File: src/design/reward_config.svh
/*
 * Reward subsystem configuration.
 * Field geometry, effect durations in game ticks, the LFSR start value
 * and the overlay colours as 12-bit RGB.
 */
`ifndef REWARD_CONFIG_SVH
`define REWARD_CONFIG_SVH

// ==================== field
`define REWARD_GRID_W        40
`define REWARD_GRID_H        30
`define REWARD_CELL_SHIFT    4      // one cell is 16 pixels.

// ==================== effects
`define REWARD_SHIELD_TICKS  30
`define REWARD_SLOW_TICKS    30
`define REWARD_RECOVER_TICKS 10
`define REWARD_GRADE_TICKS   6

// ==================== random and display
`define REWARD_LFSR_SEED     16'hACE1
`define REWARD_BAR_ROWS      8
`define REWARD_COLOR_SHIELD  12'h0FF
`define REWARD_COLOR_SLOW    12'h00F
`define REWARD_COLOR_GRADE   12'hFF0
`define REWARD_COLOR_BAR     12'h0F0

`endif

File: src/design/reward_pkg.sv
/*
 * Reward subsystem types.
 * Game phase, reward kind and effect state encodings, and the packed
 * structs passed between the spawner, the effect machine and the overlay.
 */
`default_nettype none

package reward_pkg;

	typedef enum logic [1:0] {
		GAME_IDLE = 2'b00,
		GAME_OVER = 2'b01,
		GAME_RUN  = 2'b10
	} game_state_e;

	typedef enum logic [1:0] {
		KIND_NONE   = 2'd0,
		KIND_SHIELD = 2'd1,
		KIND_SLOW   = 2'd2,
		KIND_GRADE  = 2'd3
	} reward_kind_e;

	typedef enum logic [2:0] {
		EFF_IDLE,
		EFF_SHIELD,
		EFF_SLOW,
		EFF_RECOVER,   // speed climbs back after the slow-down.
		EFF_GRADE
	} effect_state_e;

	typedef struct packed {
		logic [5:0] x;
		logic [5:0] y;
	} cell_t;

	typedef struct packed {
		logic         valid;
		reward_kind_e kind;
		cell_t        pos;
	} reward_t;

	typedef struct packed {
		logic [10:0] x;
		logic [10:0] y;
	} pixel_t;

	typedef struct packed {
		logic       shield;
		logic       slow;
		logic       grade;
		logic       speed_recover;
		logic [5:0] remaining;
	} effect_t;

endpackage

`default_nettype wire

File: src/design/reward_spawner.sv
/*
 * Reward spawner.
 * A free-running 16-bit LFSR supplies the cell and kind of the next reward.
 * A reward is placed on a game tick while none is on the field, and it
 * stays there until the effect machine reports it eaten.
 */
`timescale 1ns/1ps
`default_nettype none
`include "reward_config.svh"

module reward_spawner
	import reward_pkg::*;
(
	input  logic        clk,
	input  logic        rst,
	input  game_state_e game,
	input  logic        tick,
	input  logic        eaten,
	output reward_t     reward
);

	logic [15:0]  lfsr;
	cell_t        cand_pos;
	reward_kind_e cand_kind;

	// folds a raw 6-bit value into 0..limit-1.
	// three passes cover every limit of 16 or more.
	function automatic logic [5:0] fold(input logic [5:0] value, input logic [5:0] limit);
		logic [5:0] v;
		v = value;
		for (int i = 0; i < 3; i++)
		begin
			if (v >= limit)
				v = v - limit;
		end
		return v;
	endfunction

	// ==================== random source
	// taps 16, 14, 13 and 11 give the maximal period.
	always_ff @(posedge clk)
	begin
		if (rst || game != GAME_RUN)
			lfsr <= `REWARD_LFSR_SEED;
		else
			lfsr <= {lfsr[14:0], lfsr[15] ^ lfsr[13] ^ lfsr[12] ^ lfsr[10]};
	end

	always_comb
	begin
		cand_pos.x = fold(lfsr[5:0], 6'(`REWARD_GRID_W));
		cand_pos.y = fold(lfsr[11:6], 6'(`REWARD_GRID_H));
		if (lfsr[13:12] == 2'd0)
			cand_kind = KIND_SHIELD;   // no empty rewards on the field.
		else
			cand_kind = reward_kind_e'(lfsr[13:12]);
	end

	// ==================== placed reward
	// eaten wins over tick, so a fresh reward waits for a later tick.
	always_ff @(posedge clk)
	begin
		if (rst || game != GAME_RUN)
			reward <= '0;
		else if (eaten)
			reward.valid <= 1'b0;
		else if (tick && !reward.valid)
		begin
			reward.valid <= 1'b1;
			reward.kind  <= cand_kind;
			reward.pos   <= cand_pos;
		end
	end

	// ==================== checks
	a_pos_in_field: assert property (@(posedge clk) disable iff (rst)
		reward.valid |-> (reward.pos.x < 6'(`REWARD_GRID_W)
			&& reward.pos.y < 6'(`REWARD_GRID_H)));

	a_spawn_on_tick: assert property (@(posedge clk) disable iff (rst)
		$rose(reward.valid) |-> $past(tick));

endmodule

`default_nettype wire

File: src/design/reward_effects.sv
/*
 * Reward effect machine.
 * Detects the snake head on the reward, applies the cheat switches and
 * times the active effect in game ticks. The slow-down ends in a short
 * speed-recover phase. The LEDs show which phase is running.
 */
`timescale 1ns/1ps
`default_nettype none
`include "reward_config.svh"

module reward_effects
	import reward_pkg::*;
(
	input  logic        clk,
	input  logic        rst,
	input  game_state_e game,
	input  logic        tick,
	input  cell_t       head,
	input  logic [2:0]  cheat,
	input  reward_t     reward,
	output logic        eaten,
	output effect_t     effect,
	output logic [15:0] led
);

	effect_state_e state;
	effect_state_e cheat_state;
	effect_state_e kind_state;
	logic [5:0]    remaining;
	logic          cheat_on;
	logic          eat_hit;

	function automatic logic [5:0] duration(input effect_state_e s);
		case (s)
			EFF_SHIELD:  return 6'(`REWARD_SHIELD_TICKS);
			EFF_SLOW:    return 6'(`REWARD_SLOW_TICKS);
			EFF_RECOVER: return 6'(`REWARD_RECOVER_TICKS);
			EFF_GRADE:   return 6'(`REWARD_GRADE_TICKS);
			default:     return 6'd0;
		endcase
	endfunction

	// ==================== start requests
	always_comb
	begin
		case (cheat)
			3'b001:  cheat_state = EFF_SHIELD;
			3'b010:  cheat_state = EFF_SLOW;
			3'b100:  cheat_state = EFF_GRADE;
			default: cheat_state = EFF_IDLE;   // off, or more than one switch.
		endcase
		case (reward.kind)
			KIND_SHIELD: kind_state = EFF_SHIELD;
			KIND_SLOW:   kind_state = EFF_SLOW;
			KIND_GRADE:  kind_state = EFF_GRADE;
			default:     kind_state = EFF_IDLE;
		endcase
	end

	assign cheat_on = cheat_state != EFF_IDLE;
	// the reward is still valid on the eaten clock, so that clock is masked.
	assign eat_hit = reward.valid && !eaten && head == reward.pos && !cheat_on;

	// ==================== state and timer
	always_ff @(posedge clk)
	begin
		if (rst || game != GAME_RUN)
		begin
			state     <= EFF_IDLE;
			remaining <= '0;
			eaten     <= 1'b0;
		end
		else
		begin
			eaten <= eat_hit;
			if (cheat_on)
			begin
				state     <= cheat_state;
				remaining <= duration(cheat_state);
			end
			else if (eat_hit)
			begin
				state     <= kind_state;
				remaining <= duration(kind_state);
			end
			else if (tick && state != EFF_IDLE)
			begin
				if (remaining == 6'd1)
				begin
					if (state == EFF_SLOW)
					begin
						state     <= EFF_RECOVER;
						remaining <= duration(EFF_RECOVER);
					end
					else
					begin
						state     <= EFF_IDLE;
						remaining <= '0;
					end
				end
				else
					remaining <= remaining - 6'd1;
			end
		end
	end

	always_comb
	begin
		effect.shield        = state == EFF_SHIELD;
		effect.slow          = state == EFF_SLOW;
		effect.grade         = state == EFF_GRADE;
		effect.speed_recover = state == EFF_RECOVER;
		effect.remaining     = remaining;
		case (state)
			EFF_SHIELD:  led = 16'h000F;
			EFF_SLOW:    led = 16'h00F0;
			EFF_GRADE:   led = 16'h0F00;
			EFF_RECOVER: led = 16'hF000;
			default:     led = 16'h0000;
		endcase
		if (eaten)
			led = 16'hFFFF;   // flash on the clock the reward is taken.
	end

	// ==================== checks
	a_one_effect: assert property (@(posedge clk) disable iff (rst)
		$onehot0({effect.shield, effect.slow, effect.grade, effect.speed_recover}));

	a_eaten_strobe: assert property (@(posedge clk) disable iff (rst)
		eaten |=> !eaten);

endmodule

`default_nettype wire

File: src/design/reward_overlay.sv
/*
 * Reward overlay.
 * Gives the colour of the current VGA pixel: the reward icon in its grid
 * cell, and a bar along the top rows that shrinks with the ticks left on
 * the active effect. The colour is registered.
 */
`timescale 1ns/1ps
`default_nettype none
`include "reward_config.svh"

module reward_overlay
	import reward_pkg::*;
(
	input  logic        clk,
	input  logic        rst,
	input  game_state_e game,
	input  pixel_t      pixel,
	input  reward_t     reward,
	input  effect_t     effect,
	output logic [11:0] rgb
);

	logic [10:0] cell_x;
	logic [10:0] cell_y;
	logic [10:0] bar_len;
	logic        icon_hit;
	logic        bar_hit;
	logic [11:0] icon_rgb;
	logic [11:0] bar_rgb;

	// ==================== icon
	assign cell_x   = pixel.x >> `REWARD_CELL_SHIFT;
	assign cell_y   = pixel.y >> `REWARD_CELL_SHIFT;
	assign icon_hit = reward.valid && cell_x == {5'd0, reward.pos.x}
		&& cell_y == {5'd0, reward.pos.y};

	always_comb
	begin
		icon_rgb = 12'h000;
		if (icon_hit)
		begin
			case (reward.kind)
				KIND_SHIELD: icon_rgb = `REWARD_COLOR_SHIELD;
				KIND_SLOW:   icon_rgb = `REWARD_COLOR_SLOW;
				KIND_GRADE:  icon_rgb = `REWARD_COLOR_GRADE;
				default:     icon_rgb = 12'h000;
			endcase
		end
	end

	// ==================== time bar
	assign bar_len = {2'd0, effect.remaining, 3'd0};   // eight pixels per tick.
	assign bar_hit = pixel.y < 11'(`REWARD_BAR_ROWS) && pixel.x < bar_len;
	assign bar_rgb = bar_hit ? `REWARD_COLOR_BAR : 12'h000;

	always_ff @(posedge clk)
	begin
		if (rst || game != GAME_RUN)
			rgb <= '0;
		else
			rgb <= icon_rgb | bar_rgb;
	end

endmodule

`default_nettype wire

File: src/design/reward_logic.sv
/*
 * Reward subsystem top level.
 * Connects the spawner, the effect machine and the pixel overlay. The
 * eaten strobe runs from the effect machine back to the spawner.
 */
`timescale 1ns/1ps
`default_nettype none

module reward_logic
	import reward_pkg::*;
(
	input  logic        clk,
	input  logic        rst,
	input  game_state_e game,
	input  logic        tick,
	input  cell_t       head,
	input  logic [2:0]  cheat,
	input  pixel_t      pixel,
	output reward_t     reward,
	output effect_t     effect,
	output logic [15:0] led,
	output logic [11:0] rgb
);

	logic eaten;   // one clock per reward taken.

	reward_spawner u_spawner (
		.clk    (clk),
		.rst    (rst),
		.game   (game),
		.tick   (tick),
		.eaten  (eaten),
		.reward (reward)
	);

	reward_effects u_effects (
		.clk    (clk),
		.rst    (rst),
		.game   (game),
		.tick   (tick),
		.head   (head),
		.cheat  (cheat),
		.reward (reward),
		.eaten  (eaten),
		.effect (effect),
		.led    (led)
	);

	reward_overlay u_overlay (
		.clk    (clk),
		.rst    (rst),
		.game   (game),
		.pixel  (pixel),
		.reward (reward),
		.effect (effect),
		.rgb    (rgb)
	);

endmodule

`default_nettype wire

File: config.mk
export PLATFORM = sky130hd
export DESIGN_NAME = reward_logic
export DESIGN_NICKNAME = d
export VERILOG_FILES = /design/src/design/reward_pkg.sv /design/src/design/reward_spawner.sv /design/src/design/reward_effects.sv /design/src/design/reward_overlay.sv /design/src/design/reward_logic.sv
export VERILOG_INCLUDE_DIRS = /design/src /design/src/design
export SDC_FILE = /design/constraint.sdc
export NUM_CORES = 1
export LEC_CHECK = 0
export BUFFER_PORTS_ARGS = -buffer_cell sky130_fd_sc_hd__buf_4
export CAP_MARGIN = 15
export CORE_UTILIZATION = 55
export CTS_CLUSTER_DIAMETER = 50
export DETAILED_ROUTE_END_ITERATION = 16
export PLACE_DENSITY = 0.89
export SKIP_LAST_GASP = 1
export SLEW_MARGIN = 20
export SYNTH_ARGS = -nofsm -noshare
export SYNTH_HDL_FRONTEND = slang
export SYNTH_SLANG_ARGS = --single-unit
File: constraint.sdc
create_clock -name clk -period 6.5 [get_ports clk]
set_clock_uncertainty 0.1 [all_clocks]
set_input_delay 0.65 -clock clk [delete_from_list [all_inputs] [get_ports clk]]
set_output_delay 0.65 -clock clk [all_outputs]
set_load 0.02 [all_outputs]
==> flow_summary.toml, run 1 <==
[run_status]
status = "completed"

[clock_tree]
path_clk_slew_ps = 80
root_buffer = "clkbuf_8"
ctsResizeCount = 0
cts_buffer_depth = 2
cts.sinks = 44
hold_buffers = 0
htreeDepth = 2
cts_tree = "yes"
postCtsSetupBuffers = 0
numCtsBuffers = 5
clk_latency_ps = 300

[yosys]
syn_area_um2 = 3078
yosys.area.top_type = "dfxtp_1"
ys.flop_type = "dfxtp_1"
yosysWarningCount = 0
synthArstFlopShare = 0
syn-num-nets = 427
seq_area_frac_synth = 0.2862
avgSynthCellArea_um2 = 8.433
syn_inst = 365
synth-edff-count = 0
ys_types = 66
synth-seq-cells = 44
synth.area.top_cells = "dfxtp_1, ha_1, buf_4"
synth_top_area_share = 0.2862

[grt]
grt_max_degree = 27
grt_pass1_wl_um = 13410
first_global_vias = 2749
grt.total_usage = 0.2838
grt_overflow_total = 0
antenna_found_initial = 0

[critical_path]
cp_cell_sequence = "inv_1, ha_1, a21oi_1, inv_1, ha_1, a2bb2oi_1, nor2_1, mux2_2, inv_1, ha_1, and2_1, a22oi_1, o21a_1, a21oi_1"
timing.rr.start = "u_spawner.lfsr[3]"
critPathArrivalTime_ps = 3090
cp_slowest_stage_delay_ps = 370
cp_num_cells = 14
cp_top_family = "compound AO/OA/AOI/OAI gates"
worstPathRequired_ps = 6630
cp_slowest_cell = "dfxtp_1"
rr_endpoint = "u_spawner.reward[9]"
startpoint = "u_spawner.lfsr[3]"
ff2ff_setup_slack_ps = 3540
crit_path_max_fanout = 5
critPathKind = "flip-flop to flip-flop"
cp-end-kind = "flip-flop"
rr_worst_depth = 14
path_buf_inv = 3
endpoint = "u_spawner.reward[9]"
cp-start-kind = "flip-flop"

[route]
routed_wirelength_um = 8269
post_drt_wl_per_cell_um = 16.57
drc = 0
drtIter0Drc = 179
vias = 2927
antenna_left = 0
firstDrtPassIters = 4
vias_per_cell = 5.866

[pwr]
total_power_w = 0.0006219
power_per_cell_area_nw_per_um2 = 165.6
vdd_drop_max_v = 0.0001018
power_leakage_nw = 1.726

[placed_design]
portBuffers = 88
dp.final_hpwl_um = 6152
gp_congestion = 0.9086
place_inst = 492

[cells_and_area]
area_delta_synth_final_pct = 21.99
layout_common_cells = "buf_4, dfxtp_1, nand2_1"
final_util = 0.7169
fillers = 423
diodes = 0
drive_gt1_frac = 0.2681
layout.cells.non_filler = 499
final_net_count = 491
final_common_cell = "buf_4"

[die]
rows = 26
fp.coreArea_um2 = 5238
io_pins = 95
start_util = 0.5877
die-area_um2 = 5900
fp.dieW_um = 76.81
die_h_um = 76.81

[timing]
fmax_mhz = 337.9
worstMarginPinSlew_ps = 930.8
slew_headroom = 0.3742
period_share = 0.4553
fin_crit_ps = 2960
drv_slew = 0
rsz0062_at_grt = "false"
tns_ps = 0
hold_viol = 0
setup_violations = 0

[worst_hold_path]
hold_path_class = "flip-flop to flip-flop"

[flow_run]
maxCapViolations = 0
-- cell families (layout without fill, tap and decap cells) --
family	after synthesis	count (layout)	synth area share
AOI/OAI and AO/OA	82	82	0.1866
xor gates and xnor gates	30	30	0.08537
adders and majority gates	20	20	0.08130
buffers and inverters	49	113	0.08984
DFF	44	44	0.2862
muxes	10	10	0.03374
and+or+nand+nor	130	130	0.2370
-- layout make-up --
type,instances,area (um2),share of cell area
Clock buffer,5,68.82,0.01833
Clock inverter,2,60.06,0.01599
Inverter,17,63.81,0.01699
Multi-Input combinational cell,272,1926,0.5128
Sequential cell,44,880.8,0.2346
Tap cell,70,87.58,0.02333
Timing Repair Buffer,89,668.1,0.1779
-- layer usage --
layer	global-route usage	vias to the layer above	share of wire
li1	-	1400	-
met1	0.3745	1384	0.44
met2	0.4643	123	0.46
met3	0.04881	20	0.075
met4	0.09615	0	0.023
met5	0	-	0
-- per-stage QoR --
stage | setup slack [ps] | instance area, um2 | hold slack (ps)
finish | 3540 | 3755 | 325.9
global route | 3266 | 3755 | 363.8
CTS | 3559 | 3755 | 326.9
floorplan | 3862 | 3078 | 286.3
global placement | 3719 | 3626 | 292.7
detailed placement | 3584 | 3626 | 303.5
-- Yosys cell counts (5+ instances only) --
cell type  count
a21oi_1       20
inv_1         17
nor2_1        22
nor3b_1        7
nor2b_1        5
nand4_1        5
ha_1          20
clkbuf_1       5
nand2b_1       8
nand2_1       26
nor3_1        11
buf_2          5
xnor2_1       15
o21ai_0       14
nand3_1        5
dfxtp_1       44
and2_1        10
mux2i_1        7
xor2_1        15
buf_4         21
-- where the power goes --
part	leakage [nW]	internal, W	total [W]	switching [W]
clock network	0.0642	0.000151	0.000244	0.0000924
registers	0.357	0.000275	0.000284	0.00000883
logic	1.30	0.0000445	0.0000946	0.0000501
total	1.73	0.000471	0.000622	0.000151
-- state kept, by name (all words and copies together), names as in the netlist --
| name | flops |
|---|---|
| u_effects.remaining | 6 |
| u_spawner.lfsr | 16 |
| u_spawner.reward | 15 |
| u_overlay.rgb | 3 |
| u_effects.eaten | 1 |
| u_effects.state | 3 |
-- worst reg2reg max path, cell delays in order (launching register included) --
cell       delay, ps
dfxtp_1          370
inv_1             90
ha_1             320
a21oi_1          210
inv_1             90
ha_1             200
a2bb2oi_1        320
nor2_1            80
mux2_2           310
inv_1             90
ha_1             140
and2_1           160
a22oi_1          100
o21a_1           190
a21oi_1          130
-- how the worst min path moves through the flow --
stage	startpoint	to	slack, ps	cells past startpoint
after floorplan	u_spawner.lfsr[14]	u_spawner.lfsr[15]	290	1
after global placement	u_spawner.lfsr[14]	u_spawner.lfsr[15]	290	1
after detailed placement	u_spawner.lfsr[14]	u_spawner.lfsr[15]	300	1
after CTS	u_spawner.lfsr[14]	u_spawner.lfsr[15]	330	1
after global routing	u_spawner.lfsr[14]	u_spawner.lfsr[15]	360	1
final	u_spawner.lfsr[14]	u_spawner.lfsr[15]	330	1
No activity file was read; power rests on OpenSTA's default activity.
==> run 2: changes to the inputs <==
--- a/config.mk
+++ b/config.mk
@@ -8,10 +8,10 @@
 export LEC_CHECK = 0
 export BUFFER_PORTS_ARGS = -buffer_cell sky130_fd_sc_hd__buf_4
 export CAP_MARGIN = 15
-export CORE_UTILIZATION = 55
+export CORE_UTILIZATION = 52
 export CTS_CLUSTER_DIAMETER = 50
 export DETAILED_ROUTE_END_ITERATION = 16
-export PLACE_DENSITY = 0.89
+export PLACE_DENSITY = 0.85
 export SKIP_LAST_GASP = 1
 export SLEW_MARGIN = 20
 export SYNTH_ARGS = -nofsm -noshare
==> constraint.sdc (replaced) <==
create_clock -name clk -period 3 [get_ports clk]
set_clock_uncertainty 0.1 [all_clocks]
set_input_delay 0.3 -clock clk [delete_from_list [all_inputs] [get_ports clk]]
set_output_delay 0.3 -clock clk [all_outputs]
set_load 0.02 [all_outputs]
==> flow_summary.toml, run 2 (synthesis results as in run 1) <==
[run_status]
status = "completed"

[critical_path]
rr_worst_depth = 14
crit_path_max_fanout = 4
cp-end-kind = "flip-flop"
critPathKind = "flip-flop to flip-flop"
timing.rr.start = "u_spawner.lfsr[3]"
cp-start-kind = "flip-flop"
startpoint = "u_spawner.lfsr[3]"
worstPathRequired_ps = 3090
critPathArrivalTime_ps = 2920

[timing]
worstMarginPinSlew_ps = 892.3
drv_slew = 0
hold_slack_ps = 213.8
fin_crit_ps = 2834
period_share = 0.9446
tns_ps = 0
fmax_mhz = 352.9
setup_violations = 0
rsz0062_at_grt = "false"
hold_viol = 0
slew_headroom = 0.4001
setup_ws_ps = 166.3

[pwr]
power_per_cell_area_nw_per_um2 = 321.4
power_leakage_nw = 1.716
vdd_drop_max_v = 0.0002126

[cells_and_area]
final_util = 0.6658
regMostFlops = "u_spawner.lfsr"
final_common_cell = "buf_4"
layout_common_cells = "buf_4, dfxtp_1, nand2_1"
drive_gt1_frac = 0.2685
multi_input_area_um2 = 1926
largest_register_ffs = 16
final_net_count = 493
top_regs = "u_spawner.lfsr: 16 flops, u_spawner.reward: 15 flops, u_effects.remaining: 6 flops"
area.sequential_um2 = 880.8
diodes = 0
layout.cells.non_filler = 504
fillers = 482
area_delta_synth_final_pct = 21.30

[route]
vias = 2881
drtIter0Drc = 222
firstDrtPassIters = 4
vias_per_cell = 5.716
antenna_left = 0
routed_wirelength_um = 7793
post_drt_wl_per_cell_um = 15.46
drc = 0

[die]
die-area_um2 = 6231
fp.dieW_um = 78.94
io_pins = 95
rows = 27
die_h_um = 78.94
fp.coreArea_um2 = 5608
start_util = 0.5489

[clock_tree]
path_clk_slew_ps = 90
htreeDepth = 2
clk_latency_ps = 290
numCtsBuffers = 5
ctsResizeCount = 0
cts.sinks = 44
hold_buffers = 0
cts_buffer_depth = 2
root_buffer = "clkbuf_8"
cts_tree = "yes"
postCtsSetupBuffers = 0

[grt]
grt_max_degree = 27
antenna_found_initial = 0
grt_overflow_total = 0
grt_pass1_wl_um = 12740
grt.total_usage = 0.2576
first_global_vias = 2680

[worst_hold_path]
min_from = "tick"
whs_path_depth = 3
hold_path_class = "primary input to flip-flop"

[placed_design]
gp_congestion = 0.8110
place_inst = 496
dp_slack_ps = 247.7
portBuffers = 88
dp.final_hpwl_um = 5963

[flow_run]
maxCapViolations = 0
==> run 2: path summary, 6_finish.rpt <==
| check | endpoint | slack [ps] |
|---|---|---|
| worst max register to register | u_spawner.reward[9] | 170 |
| worst min register to register | u_spawner.lfsr[15] | 320 |
| worst max-delay path | u_spawner.reward[9] | 170 |
| worst min-delay path | u_spawner.reward[14] | 210 |
==> run 2: metrics by stage <==
step / area (um2) / total power (W)
after floorplan: 3078 / 0.0007419
after global placement: 3643 / 0.0008224
after detailed placement: 3643 / 0.0008278
after CTS: 3734 / 0.001202
after global routing: 3734 / 0.001255
final: 3734 / 0.001200
==> run 2: critical path, stage by stage, from the launching register on <==
cell and delay (ps):
dfxtp_1 370, inv_1 100, ha_1 310, a21oi_1 200, inv_1 90, ha_1 200
a2bb2oi_1 180, nor2_1 70, mux2_2 260, inv_1 70, ha_1 200, and2_1 160
a22oi_1 210, o21a_1 160, a21oi_1 60
==> run 2: power breakdown <==
part,switching (W),internal (W),leakage [nW]
logic,0.000106,0.0000969,1.31
clock network,0.000195,0.000188,0.0455
registers,0.0000182,0.000596,0.357
total,0.000319,0.000881,1.72
==> run 2: final cells by class <==
cell class	instances	share of cell area
clock buffers	8	0.02413
repair buffers	91	0.1830
inverters	17	0.01709
flip-flops and latches	44	0.2359
multi-input cells	272	0.5158
well taps	72	0.02413
==> run 2: layer usage <==
metal,part of all wire,GRT usage,up-vias,wire [um]
met5,0,0,-,0
met4,0.014,0.07091,0,111
met3,0.085,0.03793,11,665
met1,0.45,0.3548,1349,3492
li1,-,-,1402,-
met2,0.45,0.4183,119,3524
